### src/include/mem_defs.svh
`ifndef MEM_DEFS_SVH
`define MEM_DEFS_SVH

// ~~~~~~~~~~~~~~~~~~~~~~~~~~~~~~~~~~~~~~~~~~~~~~~~~~~~~~~~~~~~~~~~~~~~~~~~~~
// data path and memory geometry
// ~~~~~~~~~~~~~~~~~~~~~~~~~~~~~~~~~~~~~~~~~~~~~~~~~~~~~~~~~~~~~~~~~~~~~~~~~~

`define XLEN 32
`define ADDR_WIDTH 10 // byte address, 1 KiB space
`define MEM_WORDS 256 // split over two banks by address bit 2

// ~~~~~~~~~~~~~~~~~~~~~~~~~~~~~~~~~~~~~~~~~~~~~~~~~~~~~~~~~~~~~~~~~~~~~~~~~~
// access size encoding of mem_op_type.size
// ~~~~~~~~~~~~~~~~~~~~~~~~~~~~~~~~~~~~~~~~~~~~~~~~~~~~~~~~~~~~~~~~~~~~~~~~~~

`define SIZE_BYTE 2'b00
`define SIZE_HALF 2'b01
`define SIZE_WORD 2'b10

`endif
### src/logic/mem_pkg.sv
`default_nettype none

`include "mem_defs.svh"

package mem_pkg;

  // ~~~~~~~~~~~~~~~~~~~~~~~~~~~~~~~~~~~~~~~~~~~~~~~~~~~~~~~~~~~~~~~~~~~~~~~~
  // execute to memory
  // ~~~~~~~~~~~~~~~~~~~~~~~~~~~~~~~~~~~~~~~~~~~~~~~~~~~~~~~~~~~~~~~~~~~~~~~~

  typedef struct packed {
    logic load;
    logic store;
    logic [1:0] size; // see the size codes in mem_defs.svh
    logic unsgn; // zero extension for byte and half loads
  } mem_op_type;

  typedef struct packed {
    mem_op_type op;
    logic [`ADDR_WIDTH-1:0] addr;
    logic [`XLEN-1:0] sdata;
    logic [4:0] waddr;
  } lane_req_type;

  // lane0 is the older instruction of the pair
  typedef struct packed {
    lane_req_type lane0;
    lane_req_type lane1;
  } bundle_in_type;

  // ~~~~~~~~~~~~~~~~~~~~~~~~~~~~~~~~~~~~~~~~~~~~~~~~~~~~~~~~~~~~~~~~~~~~~~~~
  // memory to writeback
  // ~~~~~~~~~~~~~~~~~~~~~~~~~~~~~~~~~~~~~~~~~~~~~~~~~~~~~~~~~~~~~~~~~~~~~~~~

  typedef struct packed {
    logic wren;
    logic [4:0] waddr;
    logic [`XLEN-1:0] wdata;
  } lane_res_type;

  typedef struct packed {
    lane_res_type res0;
    lane_res_type res1;
  } bundle_out_type;

  // ~~~~~~~~~~~~~~~~~~~~~~~~~~~~~~~~~~~~~~~~~~~~~~~~~~~~~~~~~~~~~~~~~~~~~~~~
  // data memory ports
  // ~~~~~~~~~~~~~~~~~~~~~~~~~~~~~~~~~~~~~~~~~~~~~~~~~~~~~~~~~~~~~~~~~~~~~~~~

  typedef struct packed {
    logic valid;
    logic [`ADDR_WIDTH-3:0] addr; // word address, bit 0 picks the bank
    logic [`XLEN-1:0] wdata;
    logic [3:0] wstrb; // all zero for a load
  } dtim_req_type;

  typedef struct packed {
    logic [`XLEN-1:0] rdata;
    logic ready; // the access of this port was performed on the last edge
  } dtim_rsp_type;

endpackage

`default_nettype wire

### src/logic/lane_lsu.sv
`default_nettype none

`include "mem_defs.svh"

module lane_lsu (
  input  mem_pkg::lane_req_type req,
  input  mem_pkg::mem_op_type   hold_op,
  input  logic [1:0]            hold_addr,
  input  logic [4:0]            hold_waddr,
  output mem_pkg::dtim_req_type dreq,
  input  logic [`XLEN-1:0]      rdata,
  output mem_pkg::lane_res_type res
);

  logic [`XLEN-1:0] shifted;
  logic [`XLEN-1:0] ldata;

  // ~~~~~~~~~~~~~~~~~~~~~~~~~~~~~~~~~~~~~~~~~~~~~~~~~~~~~~~~~~~~~~~~~~~~~~~~
  // request side
  // ~~~~~~~~~~~~~~~~~~~~~~~~~~~~~~~~~~~~~~~~~~~~~~~~~~~~~~~~~~~~~~~~~~~~~~~~

  always_comb begin
    dreq.valid = req.op.load | req.op.store;
    dreq.addr = req.addr[`ADDR_WIDTH-1:2];
    case (req.op.size)
      `SIZE_BYTE: begin
        dreq.wdata = {(`XLEN/8){req.sdata[7:0]}}; // same byte on every lane
        dreq.wstrb = 4'b0001 << req.addr[1:0];
      end
      `SIZE_HALF: begin
        dreq.wdata = {(`XLEN/16){req.sdata[15:0]}};
        dreq.wstrb = req.addr[1] ? 4'b1100 : 4'b0011;
      end
      default: begin
        dreq.wdata = req.sdata;
        dreq.wstrb = 4'b1111;
      end
    endcase
    if (req.op.store == 0) begin
      dreq.wstrb = 4'b0000; // a load must leave the word untouched
    end
  end

  // ~~~~~~~~~~~~~~~~~~~~~~~~~~~~~~~~~~~~~~~~~~~~~~~~~~~~~~~~~~~~~~~~~~~~~~~~
  // load return side
  // ~~~~~~~~~~~~~~~~~~~~~~~~~~~~~~~~~~~~~~~~~~~~~~~~~~~~~~~~~~~~~~~~~~~~~~~~

  always_comb begin
    shifted = rdata >> {hold_addr, 3'b000}; // addressed byte or half down to bit 0
    case (hold_op.size)
      `SIZE_BYTE: begin
        if (hold_op.unsgn == 1) begin
          ldata = {{(`XLEN-8){1'b0}}, shifted[7:0]};
        end else begin
          ldata = {{(`XLEN-8){shifted[7]}}, shifted[7:0]};
        end
      end
      `SIZE_HALF: begin
        if (hold_op.unsgn == 1) begin
          ldata = {{(`XLEN-16){1'b0}}, shifted[15:0]};
        end else begin
          ldata = {{(`XLEN-16){shifted[15]}}, shifted[15:0]};
        end
      end
      default: ldata = rdata;
    endcase

    res.wren = hold_op.load; // stores write no register
    res.waddr = hold_waddr;
    res.wdata = ldata;
  end

endmodule

`default_nettype wire

### config.mk
export PLATFORM = sky130hd
export DESIGN_NAME = lane_lsu
export DESIGN_NICKNAME = d
export VERILOG_FILES = /design/src/logic/mem_pkg.sv /design/src/logic/lane_lsu.sv
export VERILOG_INCLUDE_DIRS = /design/src /design/src/include
export SDC_FILE = /design/constraint.sdc
export NUM_CORES = 1
export LEC_CHECK = 0
export ABC_AREA = 1
export ABC_CLOCK_PERIOD_IN_PS = 3800
export BUFFER_PORTS_ARGS = -buffer_cell sky130_fd_sc_hd__buf_2
export CAP_MARGIN = 20
export CORE_AREA = 2 2 69 71
export DETAILED_ROUTE_END_ITERATION = 7
export DIE_AREA = 0 0 71 73
export PLACE_DENSITY = 0.79
export SLEW_MARGIN = 5
export SYNTH_ARGS = -nofsm -noshare
export SYNTH_HDL_FRONTEND = slang
export SYNTH_SLANG_ARGS = --single-unit
### constraint.sdc
create_clock -name vclk -period 3.8
set_clock_uncertainty 0.2 [all_clocks]
set_input_delay 0.76 -clock vclk [all_inputs]
set_output_delay 0.76 -clock vclk [all_outputs]
set_load 0.01 [all_outputs]
* Word-level counts from Yosys, hierarchy flattened *
Index checks and enable logic that the tools add are counted.

cells by class
  reductions and logical operators = 2
  bitwise gates (word level) = 1
  multiplexer cells = 6
  shift-type cells = 2
  equality and inequality tests = 2

operators with widths
  kind                                                                    count
  36-bit one-hot mux with 2 select lines                                  1
  32-bit two-way mux                                                      2
  32-bit one-hot mux with 2 select lines                                  1
  32-bit by 5-bit >> shifter with 16-bit output                           1
  4-bit two-way mux                                                       2
  2-bit by 1-bit equality test with 1-bit output (second input constant)  2
  2-bit zero test                                                         2
  1-bit by 2-bit << shifter with 4-bit output (first input constant)      1
  1-bit bitwise OR                                                        1

storage, ports and cells
  input bits = 96
  register bits = 0
  word-level logic and storage cells = 13

* Depth between registers and ports, before layout *
Gate-level depths: netlist of run 1.

  depth in word-level cells = 3
  depth in mapped cells = 8
  depth with buffers taken out = 6

* Worst setup path before layout of run 1 *
No wires, ideal clock.

  path kind = input to output
  start = in req[49] in the netlist's numbering
  end = out dreq[33] in the netlist's numbering
  setup slack = 1.301 ns
  arrival = 1.539 ns
  stages on the path = 5
  cell sequence = buf_2 nor2_2 buf_2 nand2_1 o211ai_1

RTL lines
  what             line            RTL
  start, declared  lane_lsu.sv:6   input mem_pkg::lane_req_type req,
  end, declared    lane_lsu.sv:10  output mem_pkg::dtim_req_type dreq,

==> results of run 1 <==
[how the worst max path moves through the flow]
stage | start | to | slack (ns) | depth (start not counted)
2_1_floorplan | req[49] | dreq[33] | 1.30 | 5
3_3_place_gp | hold_addr[0] | res[9] | 0.76 | 8
3_5_place_dp | hold_addr[0] | res[9] | 0.72 | 8
4_1_cts | hold_addr[0] | res[9] | 0.72 | 8
5_1_grt | hold_addr[0] | res[12] | 0.59 | 8
6_report | hold_addr[0] | res[9] | 0.74 | 8
[power by group through the flow]
stage          Clock, mW  Combinational (mW)  Sequential (mW)
2_1_floorplan          0               0.161                0
3_3_place_gp           0               0.250                0
3_5_place_dp           0               0.253                0
4_1_cts                0               0.254                0
5_1_grt                0               0.282                0
6_report               0               0.253                0
[metal layers]
| layer | wire [um] | vias up | global-route usage |
|---|---|---|---|
| met5 | 0 | - | 0 |
| met4 | 66 | 0 | 0.0356 |
| met3 | 492 | 8 | 0.0276 |
| met2 | 2660 | 129 | 0.371 |
| met1 | 1760 | 930 | 0.188 |
| li1 | - | 1086 | - |
[stage by stage]
stage / setup slack (ns) / instance area [um2]
after floorplan: 1.30 / 1360
after global placement: 0.758 / 1880
after detailed placement: 0.723 / 1880
after CTS: 0.721 / 1880
after global routing: 0.591 / 1880
final: 0.736 / 1880
[final cells by class]
type | count | area (um2)
Timing Repair Buffer | 145 | 728
Fill cell | 521 | 2650
Inverter | 21 | 86.3
Multi-Input combinational cell | 218 | 1000
Tap cell | 54 | 67.6
[worst max-delay path: cells and delay by family]
kind	cells	cell delay (ns)
buffers and inverters	3	0.50
AND/OR/NAND/NOR	5	0.85
[synthesized netlist by cell type (all sizes together)]
| cell type | count |
|---|---|
| a21oi | 4 |
| o22ai | 2 |
| or2 | 1 |
| o21ai | 36 |
| o211ai | 8 |
| nand3 | 34 |
| o31ai | 1 |
| inv | 21 |
| nor2 | 18 |
| clkbuf | 4 |
| buf | 34 |
| nand2 | 114 |
[logic make-up (layout without fill, tap and decap cells)]
logic type,count (synthesis),after routing,synth area share
and+or+nand+nor,167,167,0.529
buffers and inverters,59,166,0.265
AOI/OAI and AO/OA,51,51,0.206
==> key figures, run 1 <==
Min path
  • Hold crit path type: input pin to output pin
  • Hold Crit Depth: 0
  • Hold Startpoint: req[43]
  • Worst-case hold path end point: dreq[40]

Placement
  • Post-DP HPWL: 4.20 mm
  • IO Port Bufs: 144
  • Placed Instances: 438
  • RePlAce Congestion: 0.830

Timing
  • # setup viols final: 0
  • Worst-Margin Slew: 0.546 ns
  • Setup TNS: 0 ns
  • Fmax: around 330 MHz
  • Final Slew Violations: 0
  • Fin crit share: 0.806
  • Final hold viol count: 0
  • RSZ-0062 raised after global routing: no
  • Final period demand of the worst path: between 3 and 4 ns
  • Min Hold Slack: 1.32 ns
  • Max-slew headroom: 0.635

Clocking
  • Resized Gates After CTS: 0
  • CTS Hold Bufs: 0
  • Post-CTS Setup Inserts: 0

Worst setup path
  • Crit-path max FO: 24
  • Crit path launch type: input pin
  • Critical Path RT: 2.84 ns
  • Worst-path cell with the longest stage delay: nand3_2
  • Crit Path Category: input pin to output pin
  • Crit-path cells: buf_2, inv_4, nand2_1, nand3_1, nand2_1, nand3_2, nand3_1, buf_2
  • Data arrival, critical path: around 2.1 ns
  • Worst stage delay on the critical path: 0.37 ns
  • Setup crit end kind: output pin

Synth
  • YS warnings: 0
  • Post-synth net total: 373
  • Avg Cell Area, Syn: 4.91 um2
  • Post-Syn Area: 1360 um2
  • Sequential fraction of the synthesis area: 0
  • Synthesized instance count: 277
  • Synth top area share: 0.309
  • Cell variety after synth: 26
  • Area contributors post-synth: nand2_1 (31%), buf_4 (13%), o21ai_0 (12%)
  • Area leader, netlist: nand2_1

Pwr
  • Net Switching: 0.147 mW
  • Tot Pwr: 0.253 mW
  • Clock power frac: 0
  • Sw Share: 0.582
  • Gate power share: 1.000
  • IR drop worst, VDD: 0.0509 mV
  • Leakage power: approximately 1.2 nW
  • Pint: 0.106 mW
  • Register share of total power: 0
  • Pwr Density: 134 nW/um2

Finish
  • FFs & Latches: 0
  • Ant diodes: 0
  • Clock buffers: 0
  • Most frequent cells in the layout: buf_2 (144), nand2_1 (112), o21ai_0 (33)
  • Final Util: 0.415
  • Reg area: 0 um2
  • Finished Layout Cells: about 440
  • Layout cell share with drive strength beyond 1: 0.406
  • NumNets Final: about 480
  • Commonest non-fill, non-tap cell in the layout: buf_2
  • Synthesis-to-finish area growth: 38.3%

Global routing
  • GRT Total Usage: 0.179
  • GR Overflow Total: 0
  • Vias in the first global route: 1952
  • Initial antenna violation count: 0
  • First-pass GRT wire length: 8.02 mm
  • Largest net degree at the start of global routing: 28

Floorplan
  • Initial Util: 0.300
  • DIE AREA: between 5000 and 6000 um2
  • Ports: around 180
  • Die span in x: ~71 um
  • Die Span Y: between 70 and 80 um
  • Core area: 4540 um2
  • Row count: 25

Route
  • DR DRC count: 0
  • Antenna Nets Post-Route: 0
  • Starting DRT DRC Count: 47
  • Via count: 2153
  • Per-cell routed wire length: 11.4 um
  • Drt pass-1 iters: 6
  • DRT Wirelength: 4.98 mm
  • Vias/cell: 4.92

Flow run
  • Max cap viols: 0

Status
  • Status: complete, no violations
Note: power is estimated with default switching activity, not from simulation.
==> run 2, diff against run 1 <==
ABC_AREA = 0   (was 1)
ABC_CLOCK_PERIOD_IN_PS = 2620   (was 3800)
CORE_AREA = 2 2 70 72   (was 2 2 69 71)
DIE_AREA = 0 0 72 74   (was 0 0 71 73)
clock period = 2.62 ns   (was 3.8 ns; I/O delays follow)
==> key figures, run 2 <==
Synth
  • YS warnings: 0
  • Sequential fraction of the synthesis area: 0
  • Synth Area in Adders: 0
  • Xor/xnor share of the synthesized area: 0
  • Simple-Gate Fraction of Synth Area: 0.190
  • Area leader, netlist: mux2_2
  • Synth Area in Compound Gates: 0.334
  • Main combinational cell family by area after synthesis: compound AO/OA/AOI/OAI gates
  • Avg Cell Area, Syn: 6.87 um2
  • Post-Syn Area: between 1000 and 1500 um2
  • Multiplexer area fraction after synthesis: 0.278
  • Synthesized instance count: 192
  • Cell variety after synth: 31
  • Area contributors post-synth: mux2_2 (16%), buf_4 (13%), nand2_1 (11%)
  • Post-synth net total: 288
  • Top-count cell post-synth: nand2_1
  • Synth top area share: 0.162
  • Synth top cells by count: nand2_1 (37), buf_4 (22), mux2_2 (19)

Worst setup path
  • Crit-path max FO: 8
  • Crit Path Category: input pin to output pin
  • Data arrival, critical path: 1.90 ns
  • Critical Path RT: 1.90 ns
  • Crit path launch type: input pin
  • Setup crit end kind: output pin

Finish
  • Layout cell share with drive strength beyond 1: 0.608
  • Synthesis-to-finish area growth: 55.7%
  • NumNets Final: 414
  • Area of the multi-input gates: around 1100 um2
  • Most frequent cells in the layout: buf_2 (142), nand2_1 (37), mux2_2 (18)
  • Ant diodes: 0
  • Final Util: 0.447
  • Reg area: 0 um2
  • Commonest non-fill, non-tap cell in the layout: buf_2
  • FFs & Latches: 0
  • Finished Layout Cells: between 300 and 400
  • Clock buffers: 0
  • Filler Cell Count: 459

Placement
  • RePlAce Congestion: 0.777
  • Placed Instances: between 300 and 400
  • IO Port Bufs: around 140
  • Pre-CTS setup slack: -0.0339 ns
  • Post-DP HPWL: 4.08 mm

Route
  • Drt pass-1 iters: 4
  • WL met2: 2.69 mm
  • Via count: 1900
  • Wl on met1: ~1.8 mm
  • Starting DRT DRC Count: 42
  • DR DRC count: 0
  • Per-cell routed wire length: 13.7 um
  • Metal3 WL: 489 um
  • Antenna Nets Post-Route: 0
  • DRT Wirelength: between 5 and 6 mm
  • DR top layer: met4
  • Vias/cell: 5.14

Flow run
  • Max cap viols: 0

Timing
  • Max-slew headroom: 0.518
  • Final period demand of the worst path: between 2 and 3 ns
  • RSZ-0062 raised after global routing: yes
  • Worst-Margin Slew: 0.722 ns
  • Final Slew Violations: 0
  • Fin crit share: 1.00
  • # setup viols final: 1
  • Final hold viol count: 0
  • Fin worst setup slack: -0.00216 ns
  • Fmax: 381 MHz

Floorplan
  • DIE AREA: 5330 um2
  • Ports: 179
  • Core area: roughly 4600 um2
  • Die Span Y: 74 um
  • Die span in x: 72 um
  • Initial Util: 0.287
  • Row count: 25

Global routing
  • GRT Total Usage: 0.174
  • First-pass GRT wire length: just under 8 mm
  • GR Overflow Total: 0
  • Largest net degree at the start of global routing: 24
  • Vias in the first global route: approximately 1800
  • Initial antenna violation count: 0

Status
  • Status: complete, but fails checks
  • Failing checks: setup timing

Clocking
  • CTS Hold Bufs: 0

Pwr
  • IR drop worst, VDD: 0.103 mV
  • Pwr Density: 207 nW/um2
  • Leakage power: 1.16 nW

Min path
  • Hold crit path type: input pin to output pin
## run 2: what timing repair did
action	in CTS	in global routing
buffers inserted	4	0
setup endpoints to repair	16	19
resized for setup	11	10
pin swaps	0	1
cloned	1	0
## run 2: cell families (layout without fill, tap and decap cells)
| family | after synthesis | after routing |
|---|---|---|
| AO/OA/AOI/OAI | 61 | 61 |
| multiplexers | 33 | 33 |
| buffers and inverters | 43 | 167 |
| AND/OR/NAND/NOR | 55 | 55 |
## run 2: critical path: stages
cell and delay [ns]:
buf_2 0.11, mux4_2 0.51, a221oi_4 0.31, buf_6 0.20, o21ai_1 0.07, buf_2 0.16
## run 2: worst paths after layout
| kind | cells past startpoint | to | startpoint |
|---|---|---|---|
| worst min-delay path | 0 | dreq[37] | req[40] |
| worst max-delay path | 6 | res[16] | rdata[15] |
## run 2: final cells by class
class | count | area share
multi-input combinational | 149 | 0.528
inverter | 5 | 0.00914
timing repair buffer | 162 | 0.430
tap | 54 | 0.0329
## run 2: metal layers
layer  GRT usage  vias up
met5           0        -
met4      0.0252        0
met3      0.0244       10
met2       0.378      115
met1       0.175      852
li1            -      923
## run 2: power breakdown
| group | total [mW] | leakage, nW | switching (mW) | internal, mW |
|---|---|---|---|---|
| clock | 0 | 0 | 0 | 0 |
| sequential | 0 | 0 | 0 | 0 |
| combinational | 0.425 | 1.16 | 0.219 | 0.206 |
| total | 0.425 | 1.16 | 0.219 | 0.206 |
## run 2: through the flow
stage	power, mW	setup TNS (ns)	hold WS [ns]	instance area (um2)
after floorplan	0.246	0	0.940	1320
after global placement	0.399	-0.243	0.848	1990
after detailed placement	0.405	-0.243	0.848	1990
after CTS	0.434	-0.0248	0.848	2060
after global routing	0.461	-0.219	0.848	2050
final	0.425	-0.00216	0.848	2050
