$ cat src/include/mem_defs.svh
`ifndef MEM_DEFS_SVH
`define MEM_DEFS_SVH

// ~~~~~~~~~~~~~~~~~~~~~~~~~~~~~~~~~~~~~~~~~~~~~~~~~~~~~~~~~~~~~~~~~~~~~~~~~~
// data path and memory geometry
// ~~~~~~~~~~~~~~~~~~~~~~~~~~~~~~~~~~~~~~~~~~~~~~~~~~~~~~~~~~~~~~~~~~~~~~~~~~

`define XLEN 32
`define ADDR_WIDTH 10 // byte address, 1 KiB space
`define MEM_WORDS 256 // split over two banks by address bit 2

// ~~~~~~~~~~~~~~~~~~~~~~~~~~~~~~~~~~~~~~~~~~~~~~~~~~~~~~~~~~~~~~~~~~~~~~~~~~
// access size encoding of mem_op_type.size
// ~~~~~~~~~~~~~~~~~~~~~~~~~~~~~~~~~~~~~~~~~~~~~~~~~~~~~~~~~~~~~~~~~~~~~~~~~~

`define SIZE_BYTE 2'b00
`define SIZE_HALF 2'b01
`define SIZE_WORD 2'b10

`endif
$ cat src/logic/mem_pkg.sv
`default_nettype none

`include "mem_defs.svh"

package mem_pkg;

  // ~~~~~~~~~~~~~~~~~~~~~~~~~~~~~~~~~~~~~~~~~~~~~~~~~~~~~~~~~~~~~~~~~~~~~~~~
  // execute to memory
  // ~~~~~~~~~~~~~~~~~~~~~~~~~~~~~~~~~~~~~~~~~~~~~~~~~~~~~~~~~~~~~~~~~~~~~~~~

  typedef struct packed {
    logic load;
    logic store;
    logic [1:0] size; // see the size codes in mem_defs.svh
    logic unsgn; // zero extension for byte and half loads
  } mem_op_type;

  typedef struct packed {
    mem_op_type op;
    logic [`ADDR_WIDTH-1:0] addr;
    logic [`XLEN-1:0] sdata;
    logic [4:0] waddr;
  } lane_req_type;

  // lane0 is the older instruction of the pair
  typedef struct packed {
    lane_req_type lane0;
    lane_req_type lane1;
  } bundle_in_type;

  // ~~~~~~~~~~~~~~~~~~~~~~~~~~~~~~~~~~~~~~~~~~~~~~~~~~~~~~~~~~~~~~~~~~~~~~~~
  // memory to writeback
  // ~~~~~~~~~~~~~~~~~~~~~~~~~~~~~~~~~~~~~~~~~~~~~~~~~~~~~~~~~~~~~~~~~~~~~~~~

  typedef struct packed {
    logic wren;
    logic [4:0] waddr;
    logic [`XLEN-1:0] wdata;
  } lane_res_type;

  typedef struct packed {
    lane_res_type res0;
    lane_res_type res1;
  } bundle_out_type;

  // ~~~~~~~~~~~~~~~~~~~~~~~~~~~~~~~~~~~~~~~~~~~~~~~~~~~~~~~~~~~~~~~~~~~~~~~~
  // data memory ports
  // ~~~~~~~~~~~~~~~~~~~~~~~~~~~~~~~~~~~~~~~~~~~~~~~~~~~~~~~~~~~~~~~~~~~~~~~~

  typedef struct packed {
    logic valid;
    logic [`ADDR_WIDTH-3:0] addr; // word address, bit 0 picks the bank
    logic [`XLEN-1:0] wdata;
    logic [3:0] wstrb; // all zero for a load
  } dtim_req_type;

  typedef struct packed {
    logic [`XLEN-1:0] rdata;
    logic ready; // the access of this port was performed on the last edge
  } dtim_rsp_type;

endpackage

`default_nettype wire

$ cat src/logic/memory_stage.sv
`default_nettype none

module memory_stage (
  input  logic                    clock,
  input  logic                    reset,
  input  logic                    flush,
  input  logic                    in_valid,
  output logic                    in_ready,
  input  mem_pkg::bundle_in_type  in_bundle,
  output logic                    out_valid,
  input  logic                    out_ready,
  output mem_pkg::bundle_out_type out_bundle,
  input  mem_pkg::dtim_req_type   dreq_lane0,
  input  mem_pkg::dtim_req_type   dreq_lane1,
  output mem_pkg::dtim_req_type   dtim_req0,
  output mem_pkg::dtim_req_type   dtim_req1,
  input  mem_pkg::dtim_rsp_type   dtim_rsp0,
  input  mem_pkg::dtim_rsp_type   dtim_rsp1,
  input  mem_pkg::lane_res_type   res0,
  input  mem_pkg::lane_res_type   res1,
  output mem_pkg::mem_op_type     hold_op0,
  output mem_pkg::mem_op_type     hold_op1,
  output logic [1:0]              hold_addr0,
  output logic [1:0]              hold_addr1,
  output logic [4:0]              hold_waddr0,
  output logic [4:0]              hold_waddr1
);
  import mem_pkg::*;

  typedef struct packed {
    logic acc_valid; // accepted bundle is waiting for its load data
    logic done0; // lane has finished its access on an earlier edge
    logic done1;
    logic out_valid;
  } ctrl_reg_type;

  typedef struct packed {
    mem_op_type op0;
    mem_op_type op1;
    logic [1:0] addr0;
    logic [1:0] addr1;
    logic [4:0] waddr0;
    logic [4:0] waddr1;
    dtim_req_type replay1; // lane 1 request kept for a bank conflict
    lane_res_type res0; // results caught while the port data was live
    lane_res_type res1;
    bundle_out_type out;
  } data_reg_type;

  ctrl_reg_type c, cin;
  data_reg_type d, din;

  logic out_free;
  logic in_fire;
  logic mem0;
  logic mem1;
  logic done0;
  logic done1;
  logic complete;
  logic replay_fire;

  always_comb begin
    cin = c;
    din = d;

    out_free = ~c.out_valid | out_ready;
    mem0 = d.op0.load | d.op0.store;
    mem1 = d.op1.load | d.op1.store;
    done0 = ~mem0 | c.done0 | dtim_rsp0.ready;
    done1 = ~mem1 | c.done1 | dtim_rsp1.ready;

    complete = c.acc_valid & done0 & done1 & out_free;
    replay_fire = c.acc_valid & ~done1 & out_free & ~flush; // done1 low implies a conflict

    in_ready = out_free & ~flush & (~c.acc_valid | (done0 & done1));
    in_fire = in_valid & in_ready;

    // ~~~~~~~~~~~~~~~~~~~~~~~~~~~~~~~~~~~~~~~~~~~~~~~~~~~~~~~~~~~~~~~~~~~~~~
    // memory requests
    // ~~~~~~~~~~~~~~~~~~~~~~~~~~~~~~~~~~~~~~~~~~~~~~~~~~~~~~~~~~~~~~~~~~~~~~

    dtim_req0 = dreq_lane0;
    dtim_req0.valid = dreq_lane0.valid & in_fire;
    dtim_req1 = replay_fire ? d.replay1 : dreq_lane1;
    dtim_req1.valid = replay_fire | (dreq_lane1.valid & in_fire);

    // ~~~~~~~~~~~~~~~~~~~~~~~~~~~~~~~~~~~~~~~~~~~~~~~~~~~~~~~~~~~~~~~~~~~~~~
    // results
    // ~~~~~~~~~~~~~~~~~~~~~~~~~~~~~~~~~~~~~~~~~~~~~~~~~~~~~~~~~~~~~~~~~~~~~~

    if (dtim_rsp0.ready == 1) begin
      din.res0 = res0;
    end
    if (dtim_rsp1.ready == 1) begin
      din.res1 = res1;
    end

    cin.done0 = done0;
    cin.done1 = done1;

    if (complete == 1) begin
      din.out.res0 = dtim_rsp0.ready ? res0 : d.res0;
      din.out.res1 = dtim_rsp1.ready ? res1 : d.res1;
      cin.out_valid = 1;
      cin.acc_valid = 0;
    end else if (out_ready == 1) begin
      cin.out_valid = 0;
    end

    if (in_fire == 1) begin
      cin.acc_valid = 1;
      cin.done0 = 0;
      cin.done1 = 0;
      din.op0 = in_bundle.lane0.op;
      din.op1 = in_bundle.lane1.op;
      din.addr0 = in_bundle.lane0.addr[1:0];
      din.addr1 = in_bundle.lane1.addr[1:0];
      din.waddr0 = in_bundle.lane0.waddr;
      din.waddr1 = in_bundle.lane1.waddr;
      din.replay1 = dreq_lane1;
    end

    // trap or return, whatever sits in the stage is gone
    if (flush == 1) begin
      cin.acc_valid = 0;
      cin.out_valid = 0;
    end

    out_valid = c.out_valid;
    out_bundle = d.out;
    hold_op0 = d.op0;
    hold_op1 = d.op1;
    hold_addr0 = d.addr0;
    hold_addr1 = d.addr1;
    hold_waddr0 = d.waddr0;
    hold_waddr1 = d.waddr1;
  end

  always_ff @(posedge clock) begin
    if (reset == 0) begin
      c <= '0;
    end else begin
      c <= cin;
    end
  end

  always_ff @(posedge clock) begin
    d <= din;
  end

endmodule

`default_nettype wire

$ cat config.mk
export PLATFORM = sky130hd
export DESIGN_NAME = memory_stage
export DESIGN_NICKNAME = d
export VERILOG_FILES = /design/src/logic/mem_pkg.sv /design/src/logic/memory_stage.sv
export VERILOG_INCLUDE_DIRS = /design/src /design/src/include
export SDC_FILE = /design/constraint.sdc
export NUM_CORES = 1
export LEC_CHECK = 0
export BUFFER_PORTS_ARGS = -buffer_cell sky130_fd_sc_hd__clkbuf_2
export CAP_MARGIN = 20
export CORE_AREA = 2 2 204 206
export DETAILED_ROUTE_END_ITERATION = 8
export DIE_AREA = 0 0 206 208
export GPL_TIMING_DRIVEN = 0
export PLACE_DENSITY = 0.58
export SLEW_MARGIN = 20
export SYNTH_ARGS = -nofsm -noshare
export SYNTH_HDL_FRONTEND = slang
export SYNTH_SLANG_ARGS = --single-unit
$ cat constraint.sdc
create_clock -name clock -period 10.65 [get_ports clock]
set_clock_uncertainty 0.2 [all_clocks]
set_input_delay 0.5325 -clock clock [delete_from_list [all_inputs] [get_ports clock]]
set_output_delay 0.5325 -clock clock [all_outputs]
set_load 0.02 [all_outputs]
# Word-level counts from Yosys, hierarchy flattened
# Index checks and enable logic that the tools add are counted.
# totals
register_bits	224
latchBits	0
ramBits	0
romBits	0
in_bits	341
output_inout_bits	192
elab_cells	70
mem_count	0
# classes
n_addsub	0
n_mul	0
n_div	0
magnitude_cmp	0
eq_ne	0
shifts	0
n_mux	7
bitwise	28
reduce_logical	4
# op_table
operator	count
2-to-1 mux 38 bit	2
2-to-1 mux 44 bit	1
bitwise AND 1 bit	12
OR 1 bit	9
inverter 1 bit	7
nonzero test 2 bit	2
OR reduction 2 bit	2
2-to-1 mux 1 bit	3
2-to-1 mux 3 bit	1

# Depth between registers and ports, before layout
# Gate-level depths: netlist of the first run.
# logic_depth
depth_word	10
depth_mapped	6

# Worst setup path before layout of the first run
# OpenSTA, ideal clock, no wires.
# synth_path
path_kind	register -> register
startpoint	reg d, in the netlist hold_op1[3]
endpoint	reg d, in the netlist out_bundle[0] (enable)
t_arrival_ns	4.275
required_time_ns	9.939
setup_slack_ns	5.665
path_stages_with_launch	5
path_buffers	0
period_less_slack_ns	4.985
path_cell_list	edfxtp_1 nor2_1 nor3_4 or3b_2 nor2_1
# synth_between
elab_chain_cells	6
# synth_rtl
item	line_no	source
from (decl)	memory_stage.sv:51	data_reg_type d, din;
from (signal assigned)	memory_stage.sv:148	d <= din;
OR 1 bit	memory_stage.sv:68	mem1 = d.op1.load | d.op1.store;
inverter 1 bit	memory_stage.sv:70	done1 = ~mem1 | c.done1 | dtim_rsp1.ready;
OR 1 bit (2 in series)	memory_stage.sv:70	
bitwise AND 1 bit (2 in series)	memory_stage.sv:72	complete = c.acc_valid & done0 & done1 & out_free;
net complete	memory_stage.sv:59	logic complete;
# The timed path passes the listed nets, and every way through them passes these cells.
# A chain may end at the register's enable or synchronous reset.

==> tab_implementation.tex, run 1 <==
\begin{tabular}{lr}
\hline
Metric & Value \\
\hline
\multicolumn{2}{l}{\textbf{Die}} \\
DIE HEIGHT & 208 um \\
Initial cell density of the core & 0.2171 \\
Count of boundary I/O pins & 533 \\
Rows & 74 \\
Area of the core & 0.04055 mm\^{}2 \\
Die X & 206 um \\
Area enclosed by the die boundary & 0.04285 mm\^{}2 \\
\multicolumn{2}{l}{\textbf{Global route}} \\
First-pass GRT wire length & 32,870 um \\
Largest net degree at the start of global routing & 25 \\
Vias in the first global route & 5,930 \\
GRT met1 Usage & 0.1148 \\
Met2 routing resource usage after global routing & 0.1674 \\
Overall overflow remaining after global route & 0 \\
Busiest metal layer after global routing & met2 \\
GR Layer Usage met3 & 0.03399 \\
Overall global routing resource usage & 0.09987 \\
Number of antenna violations at the first check in global routing & 7 \\
\multicolumn{2}{l}{\textbf{Worst setup path}} \\
Kind of end point of the critical path & output port \\
Kind of cell adding the most delay to the critical path & simple AND/OR/NAND/NOR gates \\
Data required time at the worst endpoint & 9.92 ns \\
Max stage delay cell, worst path & edfxtp\_1 \\
Number of buffer and inverter stages on the critical path & 3 \\
Highest net fanout along the worst path & 10 \\
Kind of launch point of the worst setup path & register \\
Delay of the slowest cell on the worst path & 0.36 ns \\
CP arrival & 2.24 ns \\
Sequence of cells on the critical path & nor2\_1, nor3\_4, and3\_1, buf\_6, buf\_12, mux2\_4, clkbuf\_2 \\
Critical setup path kind & register to output port \\
\multicolumn{2}{l}{\textbf{Placement}} \\
Dpl ws & 7.845 ns \\
Placed Instances & 1,410 \\
Final weighted congestion in routability-driven placement & 0.7430 \\
Number of I/O port buffers & 344 \\
Half-perimeter wire length of the detailed placement result & 16,440 um \\
\multicolumn{2}{l}{\textbf{Timing}} \\
Total Neg Setup Slack & 0 ns \\
Max-slew headroom & 0.4960 \\
Tcrit/Tclk final & 0.2794 \\
Total of endpoints with negative setup slack in the final report & 0 \\
Fmax & 336.1 MHz \\
Post-route minimum period & 2.975 ns \\
Post-Route Hold Slack & 0.03764 ns \\
Hold Violations, Final & 0 \\
Tightest Pin Transition & 0.7542 ns \\
Crit path setup slack, layout & 7.675 ns \\
RSZ-0062 raised after global routing & no \\
Number of pins exceeding their max-slew limit in the final report & 0 \\
\multicolumn{2}{l}{\textbf{Drt}} \\
Post-DR wirelength/cell & 14.30 um \\
Detailed Route Iter0 Violations & 130 \\
Routed Wire Length & 22,450 um \\
DR vias & 5,724 \\
DRC errors left & 0 \\
Post-DR vias/cell & 3.646 \\
Length of the first detailed-routing pass in iterations & 4 \\
Number of routed nets with antenna violations & 0 \\
\multicolumn{2}{l}{\textbf{Worst hold path}} \\
Hold Crit Class & input port to register \\
\multicolumn{2}{l}{\textbf{Layout}} \\
Post-layout net count & 1,355 \\
Final core occ & 0.3279 \\
Count of non-filler cells in the finished layout & 1,570 \\
FILL cells & 4,018 \\
Sequential cell area & 0.005926 mm\^{}2 \\
Share of final-layout standard cells stronger than drive strength 1 & 0.6499 \\
Multi-input gate area & 0.001679 mm\^{}2 \\
Layout overhead on the synthesized area & 51.05\% \\
\multicolumn{2}{l}{\textbf{Synth}} \\
Average size of a mapped cell & 16.67 um\^{}2 \\
Number of distinct library cells after synthesis & 27 \\
Post-synthesis sequential element count & 224 \\
Number of synthesized flops with an enable pin & 144 \\
Asr flop ratio synth & 0 \\
Synth Instances & 528 \\
Ranking of synthesized cells by instance count & buf\_4, edfxtp\_1, mux2\_2, dfxtp\_1, mux2\_4 \\
Post-synthesis instance area & 0.008803 mm\^{}2 \\
Biggest area consumer among synthesized cells & edfxtp\_1 \\
Warnings from Yosys & 0 \\
Net count of the mapped netlist & 869 \\
Leading post-synthesis cells by cell area & edfxtp\_1, dfxtp\_1, buf\_4 \\
Primary FF master, synth & edfxtp\_1 \\
Area fraction of the dominant cell type after synthesis & 0.4912 \\
Fraction of the yosys area taken by sequential cells & 0.6731 \\
\multicolumn{2}{l}{\textbf{Clock network}} \\
Number of buffers added for setup after CTS & 0 \\
\# clock sinks & 224 \\
Clock root buffer & clkbuf\_16 \\
Total CTS buffers & 26 \\
Clock-pin slew of the registers on the worst-case setup and hold paths & 0.06 ns \\
Largest buffer count on any clock path & 3 \\
CTS tree & done \\
Clock Latency Late Sink & 0.54 ns \\
Total number of H-tree levels & 1 \\
\multicolumn{2}{l}{\textbf{Status}} \\
Status & completed \\
\multicolumn{2}{l}{\textbf{Pwr}} \\
Ratio of total power to cell area & 159.4 mW/mm\^{}2 \\
Leak pwr & 5.777 nW \\
Worst vdd rail ir drop & 0.1031 mV \\
\multicolumn{2}{l}{\textbf{Job}} \\
Max\_cap viols & 0 \\
\hline
\end{tabular}
-- timing repair --
action,in CTS,in global routing
resized for setup,0,0
hold endpoints to repair,108,0
hold buffers,108,0
-- placed cells by master (no fill, tap or decap), types with 2 or more instances in the layout --
master         count
nor2_1             3
dlygate4sd3_1    108
a311oi_1           2
clkbuf_2         344
buf_4            144
nor3_1             2
buf_12             6
buf_2              6
mux2_2            81
clkbuf_1           8
clkbuf_8           4
a21oi_1            2
edfxtp_1         144
nor2_4             2
dfxtp_1           80
diode_2            4
buf_16             4
clkinv_2           5
clkbuf_16         27
mux2_4            39
nand2_1            4
-- final timing paths --
check,from,slack [ns],end,cells past startpoint
setup / recovery,hold_op1[4],7.67,dtim_req1[31],7
hold / removal,res0[22],0.04,d[136],2
setup reg to reg,hold_op0[3],7.91,hold_waddr0[4],6
hold reg to reg,d[129],0.27,d[129],1
-- worst register-to-register path: cells and delay by family, from the launching register on --
| family | cells | cell delay (ns) |
|---|---|---|
| AO/OA/AOI/OAI | 1 | 0.27 |
| flip-flops | 1 | 0.38 |
| buffers and inverters | 2 | 0.47 |
| AND/OR/NAND/NOR | 3 | 1.10 |
-- layout make-up --
cell class	instances	area share
multi-input combinational	146	0.1263
buffer	157	0.09099
clock inverter	10	0.007057
sequential	224	0.4456
clock buffer	38	0.05692
tap	532	0.05006
antenna	4	0.0007527
timing repair buffer	458	0.2221
inverter	1	0.0002823
-- per-layer routing --
layer  wire length (um)  vias up  share of wire
li1                   -     2725              -
met1               9017     2731           0.40
met2              10890      221           0.49
met3               1969       41          0.088
met4                535        6          0.024
met5                 34        -         0.0015
-- through the flow --
stage	power [mW]	area [um^2]
2_1_floorplan	1.147	8803
3_3_place_gp	1.225	11190
3_5_place_dp	1.233	11360
4_1_cts	2.163	13290
5_1_grt	2.217	13300
6_report	2.120	13300
-- logic make-up after synthesis --
group                  after synthesis  share of synthesized area
AOI/OAI and AO/OA                    7                   0.005970
DFF                                224                     0.6731
buffers and inverters              158                     0.1379
muxes                              120                     0.1701
and+or+nand+nor                     19                    0.01293
-- registers in the layout, indices dropped and copies added (netlist names) --
| signal | flops |
|---|---|
| hold_addr1 | 2 |
| c | 3 |
| hold_waddr0 | 5 |
| out_bundle | 76 |
| hold_waddr1 | 5 |
| out_valid | 1 |
| hold_op0 | 5 |
| d | 120 |
| hold_addr0 | 2 |
| hold_op1 | 5 |
-- report_power, final --
group	switching, mW	leakage (nW)	internal (mW)
Sequential	0.0125	2.00	0.983
Combinational	0.115	3.36	0.134
Clock	0.357	0.419	0.518
Total	0.484	5.78	1.64
Note: power is estimated with default switching activity, not from simulation.
==> run 2: changes to the inputs <==
--- a/config.mk
+++ b/config.mk
@@ -8,11 +8,11 @@
 export LEC_CHECK = 0
 export BUFFER_PORTS_ARGS = -buffer_cell sky130_fd_sc_hd__clkbuf_2
 export CAP_MARGIN = 20
-export CORE_AREA = 2 2 204 206
+export CORE_AREA = 2 2 208 210
 export DETAILED_ROUTE_END_ITERATION = 8
-export DIE_AREA = 0 0 206 208
+export DIE_AREA = 0 0 210 212
 export GPL_TIMING_DRIVEN = 0
-export PLACE_DENSITY = 0.58
+export PLACE_DENSITY = 0.57
 export SLEW_MARGIN = 20
 export SYNTH_ARGS = -nofsm -noshare
 export SYNTH_HDL_FRONTEND = slang
==> constraint.sdc (replaced) <==
create_clock -name clock -period 2.8 [get_ports clock]
set_clock_uncertainty 0.2 [all_clocks]
set_input_delay 0.14 -clock clock [delete_from_list [all_inputs] [get_ports clock]]
set_output_delay 0.14 -clock clock [all_outputs]
set_load 0.02 [all_outputs]
==> tab_implementation.tex, run 2 (synthesis gave the netlist of run 1 again) <==
\begin{tabular}{lr}
\hline
Metric & Value \\
\hline
\multicolumn{2}{l}{\textbf{Status}} \\
Status & completed \\
\multicolumn{2}{l}{\textbf{Die}} \\
Rows & 76 \\
Count of boundary I/O pins & 533 \\
Initial cell density of the core & 0.2071 \\
DIE HEIGHT & 212 um \\
Area of the core & 0.04251 mm\^{}2 \\
Die X & 210 um \\
Area enclosed by the die boundary & 0.04452 mm\^{}2 \\
\multicolumn{2}{l}{\textbf{Pwr}} \\
Net switching power & 1.885 mW \\
Proportion of power drawn by flip-flops and latches & 0.453 \\
Combinational power share & 0.119 \\
Leak pwr & 5.983 nW \\
Worst vdd rail ir drop & 0.4173 mV \\
Ratio of total power to cell area & 606.4 mW/mm\^{}2 \\
Power, Total & 8.369 mW \\
Proportion of total power due to net switching & 0.2252 \\
Internal power & 6.484 mW \\
Clock Power Share & 0.429 \\
\multicolumn{2}{l}{\textbf{Timing}} \\
Total Neg Setup Slack & 0 ns \\
Hold Violations, Final & 0 \\
Fmax & 383.2 MHz \\
Max-slew headroom & 0.6097 \\
Post-Route Hold Slack & 0.08438 ns \\
Tcrit/Tclk final & 0.9319 \\
Tightest Pin Transition & 0.5810 ns \\
Total of endpoints with negative setup slack in the final report & 0 \\
Crit path setup slack, layout & 0.1906 ns \\
Number of pins exceeding their max-slew limit in the final report & 0 \\
Post-route minimum period & 2.609 ns \\
RSZ-0062 raised after global routing & no \\
\multicolumn{2}{l}{\textbf{Clock network}} \\
CTS tree & done \\
\# clock sinks & 224 \\
Gates resized, CTS repair & 0 \\
Clock root buffer & clkbuf\_16 \\
Largest buffer count on any clock path & 3 \\
Total CTS buffers & 26 \\
Clock Latency Late Sink & 0.54 ns \\
Clock-pin slew of the registers on the worst-case setup and hold paths & 0.06 ns \\
Total number of H-tree levels & 1 \\
\multicolumn{2}{l}{\textbf{Layout}} \\
Multi-input gate area & 0.001684 mm\^{}2 \\
Post-layout net count & 1,398 \\
FILL cells & 4,206 \\
Most frequent cells in the layout & clkbuf\_2, dlygate4sd3\_1, buf\_4, edfxtp\_1, mux2\_2 \\
Sequential cell area & 0.005926 mm\^{}2 \\
Largest reg by FF count & d \\
Most common cell after layout, fill and taps aside & clkbuf\_2 \\
Count of non-filler cells in the finished layout & 1,627 \\
Share of final-layout standard cells stronger than drive strength 1 & 0.6277 \\
Layout overhead on the synthesized area & 56.78\% \\
Number of flip-flops in the largest register & 120 \\
\multicolumn{2}{l}{\textbf{Global route}} \\
Number of antenna violations at the first check in global routing & 5 \\
Overall overflow remaining after global route & 0 \\
First-pass GRT wire length & 32,800 um \\
Overall global routing resource usage & 0.09503 \\
Largest net degree at the start of global routing & 28 \\
Vias in the first global route & 6,004 \\
\multicolumn{2}{l}{\textbf{Worst setup path}} \\
Data required time at the worst endpoint & 2.46 ns \\
Reg-to-reg critical path startpoint & hold\_op1[4] \\
Minimum setup slack among reg-to-reg paths & 0.41 ns \\
Kind of end point of the critical path & output port \\
Kind of launch point of the worst setup path & register \\
Highest net fanout along the worst path & 10 \\
Critical setup path kind & register to output port \\
Reg2Reg Capture Point & out\_bundle[65] \\
Worst r2r path cells & 5 \\
CP arrival & 2.27 ns \\
\multicolumn{2}{l}{\textbf{Worst hold path}} \\
Hold Crit Class & input port to register \\
WHS Endpoint & d[117] \\
Hold wc startpoint & dtim\_rsp0[0] \\
Cells on Worst Hold Path & 3 \\
\multicolumn{2}{l}{\textbf{Placement}} \\
Half-perimeter wire length of the detailed placement result & 15,990 um \\
Final weighted congestion in routability-driven placement & 0.7290 \\
Placed Instances & 1,424 \\
Number of I/O port buffers & 344 \\
Dpl ws & 0.3862 ns \\
\multicolumn{2}{l}{\textbf{Job}} \\
Max\_cap viols & 0 \\
\multicolumn{2}{l}{\textbf{Drt}} \\
Detailed Route Iter0 Violations & 175 \\
Post-DR vias/cell & 3.602 \\
Number of routed nets with antenna violations & 0 \\
DR vias & 5,860 \\
DRC errors left & 0 \\
Routed Wire Length & 22,100 um \\
Length of the first detailed-routing pass in iterations & 4 \\
Post-DR wirelength/cell & 13.58 um \\
\hline
\end{tabular}
==> run 2: changes by cell type in the layout (fill, tap and decap cells not counted), moves of 2 or more <==
cell | before | now
buf_12 | 6 | 8
buf_16 | 4 | 2
bufinv_16 | 1 | 5
clkbuf_1 | 8 | 2
clkbuf_8 | 4 | 1
clkinv_1 | 0 | 3
clkinv_4 | 1 | 3
dlygate4sd3_1 | 108 | 151
==> run 2: worst max path at each step <==
| stage | endpoint | from | slack [ns] |
|---|---|---|---|
| 6_report | dtim_req1[8] | out_valid | 0.19 |
| 5_1_grt | dtim_req1[8] | out_valid | 0.03 |
| 4_1_cts | dtim_req1[8] | hold_op1[4] | 0.12 |
| 3_5_place_dp | out_bundle[24] | hold_op1[4] | 0.39 |
| 3_3_place_gp | out_bundle[66] | hold_op1[4] | -0.91 |
| 2_1_floorplan | out_bundle[0] | hold_op1[4] | 0.03 |
==> run 2: per-layer routing <==
layer,vias to the layer above,GRT usage,wire length [um]
met4,4,0.03302,457
li1,2817,-,-
met3,33,0.03678,1963
met1,2780,0.1030,8357
met5,-,0,31
met2,226,0.1692,11290
==> run 2: power by group through the flow <==
stage / combinational [mW] / clock, mW / sequential (mW)
after global placement: 0.790 / 0 / 3.86
after CTS: 1.01 / 3.74 / 3.79
after detailed placement: 0.827 / 0 / 3.86
final: 0.993 / 3.59 / 3.79
after global routing: 1.07 / 3.86 / 3.81
after floorplan: 0.516 / 0 / 3.84
==> run 2: per-stage QoR <==
stage | cell area (um^2) | util
3_5_place_dp | 11360 | 0.2673
4_1_cts | 13790 | 0.3245
6_report | 13800 | 0.3247
5_1_grt | 13800 | 0.3246
2_1_floorplan | 8823 | -
3_3_place_gp | 11230 | 0.2642
==> run 2: area by class of cell <==
cell class                      instances  share of cell area
Antenna cell                            4           0.0007252
Buffer                                157             0.08766
Clock buffer                           28             0.04841
Clock inverter                         20             0.01804
Inverter                                1           0.0002720
Multi-Input combinational cell        146              0.1220
Sequential cell                       224              0.4293
Tap cell                              546             0.04950
Timing Repair Buffer                  501              0.2440
==> run 2: critical path, stage by stage, from the launching register on <==
cell and delay (ns):
dfxtp_1 0.32, nor2b_4 0.15, nor2_2 0.20, and3_1 0.21, buf_6 0.18, buf_12 0.17, mux2_4 0.30, clkbuf_2 0.18
==> run 2: timing repair <==
action,in CTS,in global routing
hold buffers,151,0
endpoints found under the hold margin,227,0
setup buffers,0,0
==> run 3: changes to the inputs <==
--- a/config.mk
+++ b/config.mk
@@ -8,11 +8,13 @@
 export LEC_CHECK = 0
 export BUFFER_PORTS_ARGS = -buffer_cell sky130_fd_sc_hd__clkbuf_2
 export CAP_MARGIN = 20
-export CORE_AREA = 2 2 208 210
+export CELL_PAD_IN_SITES_DETAIL_PLACEMENT = 1
+export CELL_PAD_IN_SITES_GLOBAL_PLACEMENT = 1
+export CORE_AREA = 2 2 204 206
 export DETAILED_ROUTE_END_ITERATION = 8
-export DIE_AREA = 0 0 210 212
+export DIE_AREA = 0 0 206 208
 export GPL_TIMING_DRIVEN = 0
-export PLACE_DENSITY = 0.57
+export PLACE_DENSITY = 0.68
 export SLEW_MARGIN = 20
 export SYNTH_ARGS = -nofsm -noshare
 export SYNTH_HDL_FRONTEND = slang
==> tab_implementation.tex, run 3 (synthesis gave the netlist of run 1 again) <==
\begin{tabular}{lr}
\hline
Metric & Value \\
\hline
\multicolumn{2}{l}{\textbf{Layout}} \\
FILL cells & 4,362 \\
Most frequent cells in the layout & clkbuf\_2, dlygate4sd3\_1, buf\_4 \\
Share of final-layout standard cells stronger than drive strength 1 & 0.6213 \\
Layout overhead on the synthesized area & 56.74\% \\
Multi-input gate area & 0.001684 mm\^{}2 \\
Count of non-filler cells in the finished layout & 1,618 \\
Final core occ & 0.3402 \\
Sequential cell area & 0.005926 mm\^{}2 \\
Largest reg by FF count & d \\
Number of flip-flops in the largest register & 120 \\
Post-layout net count & 1,402 \\
Most common cell after layout, fill and taps aside & clkbuf\_2 \\
\multicolumn{2}{l}{\textbf{Worst setup path}} \\
CP arrival & 2.28 ns \\
Highest net fanout along the worst path & 10 \\
Critical setup path kind & register to output port \\
Reg-to-reg critical path startpoint & hold\_op0[4] \\
Kind of end point of the critical path & output port \\
Minimum setup slack among reg-to-reg paths & 0.30 ns \\
Data required time at the worst endpoint & 2.46 ns \\
Delay of the slowest cell on the worst path & 0.38 ns \\
Kind of launch point of the worst setup path & register \\
Max stage delay cell, worst path & edfxtp\_1 \\
Worst r2r path cells & 7 \\
Reg2Reg Capture Point & out\_bundle[21] \\
Sequence of cells on the critical path & nor2\_2, nor3\_4, and3\_1, buf\_6, buf\_12, mux2\_4, clkbuf\_2 \\
\multicolumn{2}{l}{\textbf{Timing}} \\
Hold Violations, Final & 0 \\
Max-slew headroom & 0.5532 \\
Total Neg Setup Slack & 0 ns \\
Tightest Pin Transition & 0.6701 ns \\
RSZ-0062 raised after global routing & no \\
Total of endpoints with negative setup slack in the final report & 0 \\
Number of pins exceeding their max-slew limit in the final report & 0 \\
Post-route minimum period & 2.620 ns \\
Post-Route Hold Slack & 0.06183 ns \\
Fmax & 381.6 MHz \\
Tcrit/Tclk final & 0.9359 \\
\multicolumn{2}{l}{\textbf{Placement}} \\
Number of I/O port buffers & 344 \\
Half-perimeter wire length of the detailed placement result & 17,830 um \\
Placed Instances & 1,411 \\
Final weighted congestion in routability-driven placement & 0.7054 \\
\multicolumn{2}{l}{\textbf{Clock network}} \\
Largest buffer count on any clock path & 3 \\
Total number of H-tree levels & 1 \\
Clock-pin slew of the registers on the worst-case setup and hold paths & 0.06 ns \\
Total CTS buffers & 27 \\
Gates resized, CTS repair & 0 \\
Clock root buffer & clkbuf\_16 \\
\# clock sinks & 224 \\
Clock Latency Late Sink & 0.54 ns \\
CTS tree & done \\
\multicolumn{2}{l}{\textbf{Worst hold path}} \\
Hold Crit Class & input port to register \\
Cells on Worst Hold Path & 3 \\
WHS Endpoint & d[79] \\
Hold wc startpoint & dtim\_rsp1[0] \\
\multicolumn{2}{l}{\textbf{Drt}} \\
Length of the first detailed-routing pass in iterations & 4 \\
Post-DR vias/cell & 3.706 \\
Number of routed nets with antenna violations & 0 \\
DR vias & 5,997 \\
Detailed Route Iter0 Violations & 109 \\
Routed Wire Length & 25,410 um \\
Post-DR wirelength/cell & 15.70 um \\
DRC errors left & 0 \\
\multicolumn{2}{l}{\textbf{Die}} \\
Die X & 206 um \\
Count of boundary I/O pins & 533 \\
Area of the core & 0.04055 mm\^{}2 \\
Rows & 74 \\
Area enclosed by the die boundary & 0.04285 mm\^{}2 \\
DIE HEIGHT & 208 um \\
Initial cell density of the core & 0.2171 \\
\multicolumn{2}{l}{\textbf{Global route}} \\
Number of antenna violations at the first check in global routing & 8 \\
Largest net degree at the start of global routing & 24 \\
Overall global routing resource usage & 0.1146 \\
Overall overflow remaining after global route & 0 \\
First-pass GRT wire length & 37,630 um \\
Vias in the first global route & 6,590 \\
\multicolumn{2}{l}{\textbf{Pwr}} \\
Ratio of total power to cell area & 598.3 mW/mm\^{}2 \\
Worst vdd rail ir drop & 0.5020 mV \\
Leak pwr & 5.992 nW \\
Power, Total & 8.255 mW \\
\multicolumn{2}{l}{\textbf{Job}} \\
Max\_cap viols & 0 \\
\multicolumn{2}{l}{\textbf{Status}} \\
Status & completed \\
\hline
\end{tabular}
run 3: cell types whose count changed in the layout (fill, tap and decap cells not counted), moves of 2 or more:
cell,previous run,this run
clkbuf_1,2,8
buf_16,2,6
buf_12,8,5
bufinv_16,5,3
clkinv_2,6,4
clkinvlp_4,2,0
diode_2,4,6
run 3: routing by layer:
layer | part of all wire | vias up | GRT usage
met5 | 0.00087 | - | 0
met2 | 0.53 | 218 | 0.2137
li1 | - | 2821 | -
met3 | 0.070 | 51 | 0.03195
met1 | 0.37 | 2903 | 0.1206
met4 | 0.035 | 4 | 0.04310
run 3: area by class of cell:
type,count,share of cell area
inverter,1,0.0002720
clock inverter,13,0.01034
sequential,224,0.4295
tap,532,0.04824
timing repair buffer,504,0.2490
multi-input combinational,146,0.1221
clock buffer,35,0.05187
antenna,6,0.001088
buffer,157,0.08769
run 3: worst max-delay path: cells and delay by family, from the launching register on:
| family | cells | cell delay (ns) |
|---|---|---|
| flops | 1 | 0.38 |
| mux | 1 | 0.32 |
| buf+inv | 3 | 0.52 |
| simple gates | 3 | 0.51 |
run 3: worst max-delay path by stage:
stage                startpoint  depth (start not counted)  slack, ns              to
floorplan           hold_op1[4]                          4       0.03   out_bundle[0]
finish              hold_op1[3]                          7       0.18   dtim_req1[40]
global route        hold_op1[3]                          7       0.03   dtim_req1[40]
CTS                 hold_op1[3]                          7       0.11   dtim_req1[40]
detailed placement  hold_op0[4]                          7      -0.11  out_bundle[17]
global placement    hold_op0[4]                          4      -1.08  out_bundle[17]
run 3: repair_timing:
| item | 4_1_cts | 5_1_grt |
|---|---|---|
| hold buffers | 152 | 0 |
| setup buffers | 1 | 0 |
| endpoints found under the hold margin | 236 | 0 |
| endpoints found under the setup margin | 16 | 0 |
run 3: report_power, final:
part / switching, mW / internal (mW)
clock network: 1.38 / 2.06
registers: 0.0508 / 3.74
logic: 0.461 / 0.557
run 3: through the flow:
stage	area [um^2]	worst slack [ns]
after floorplan	8823	0.03450
after global placement	11210	-1.085
after detailed placement	11400	-0.1099
after CTS	13780	0.1064
after global routing	13790	0.02632
final	13800	0.1795
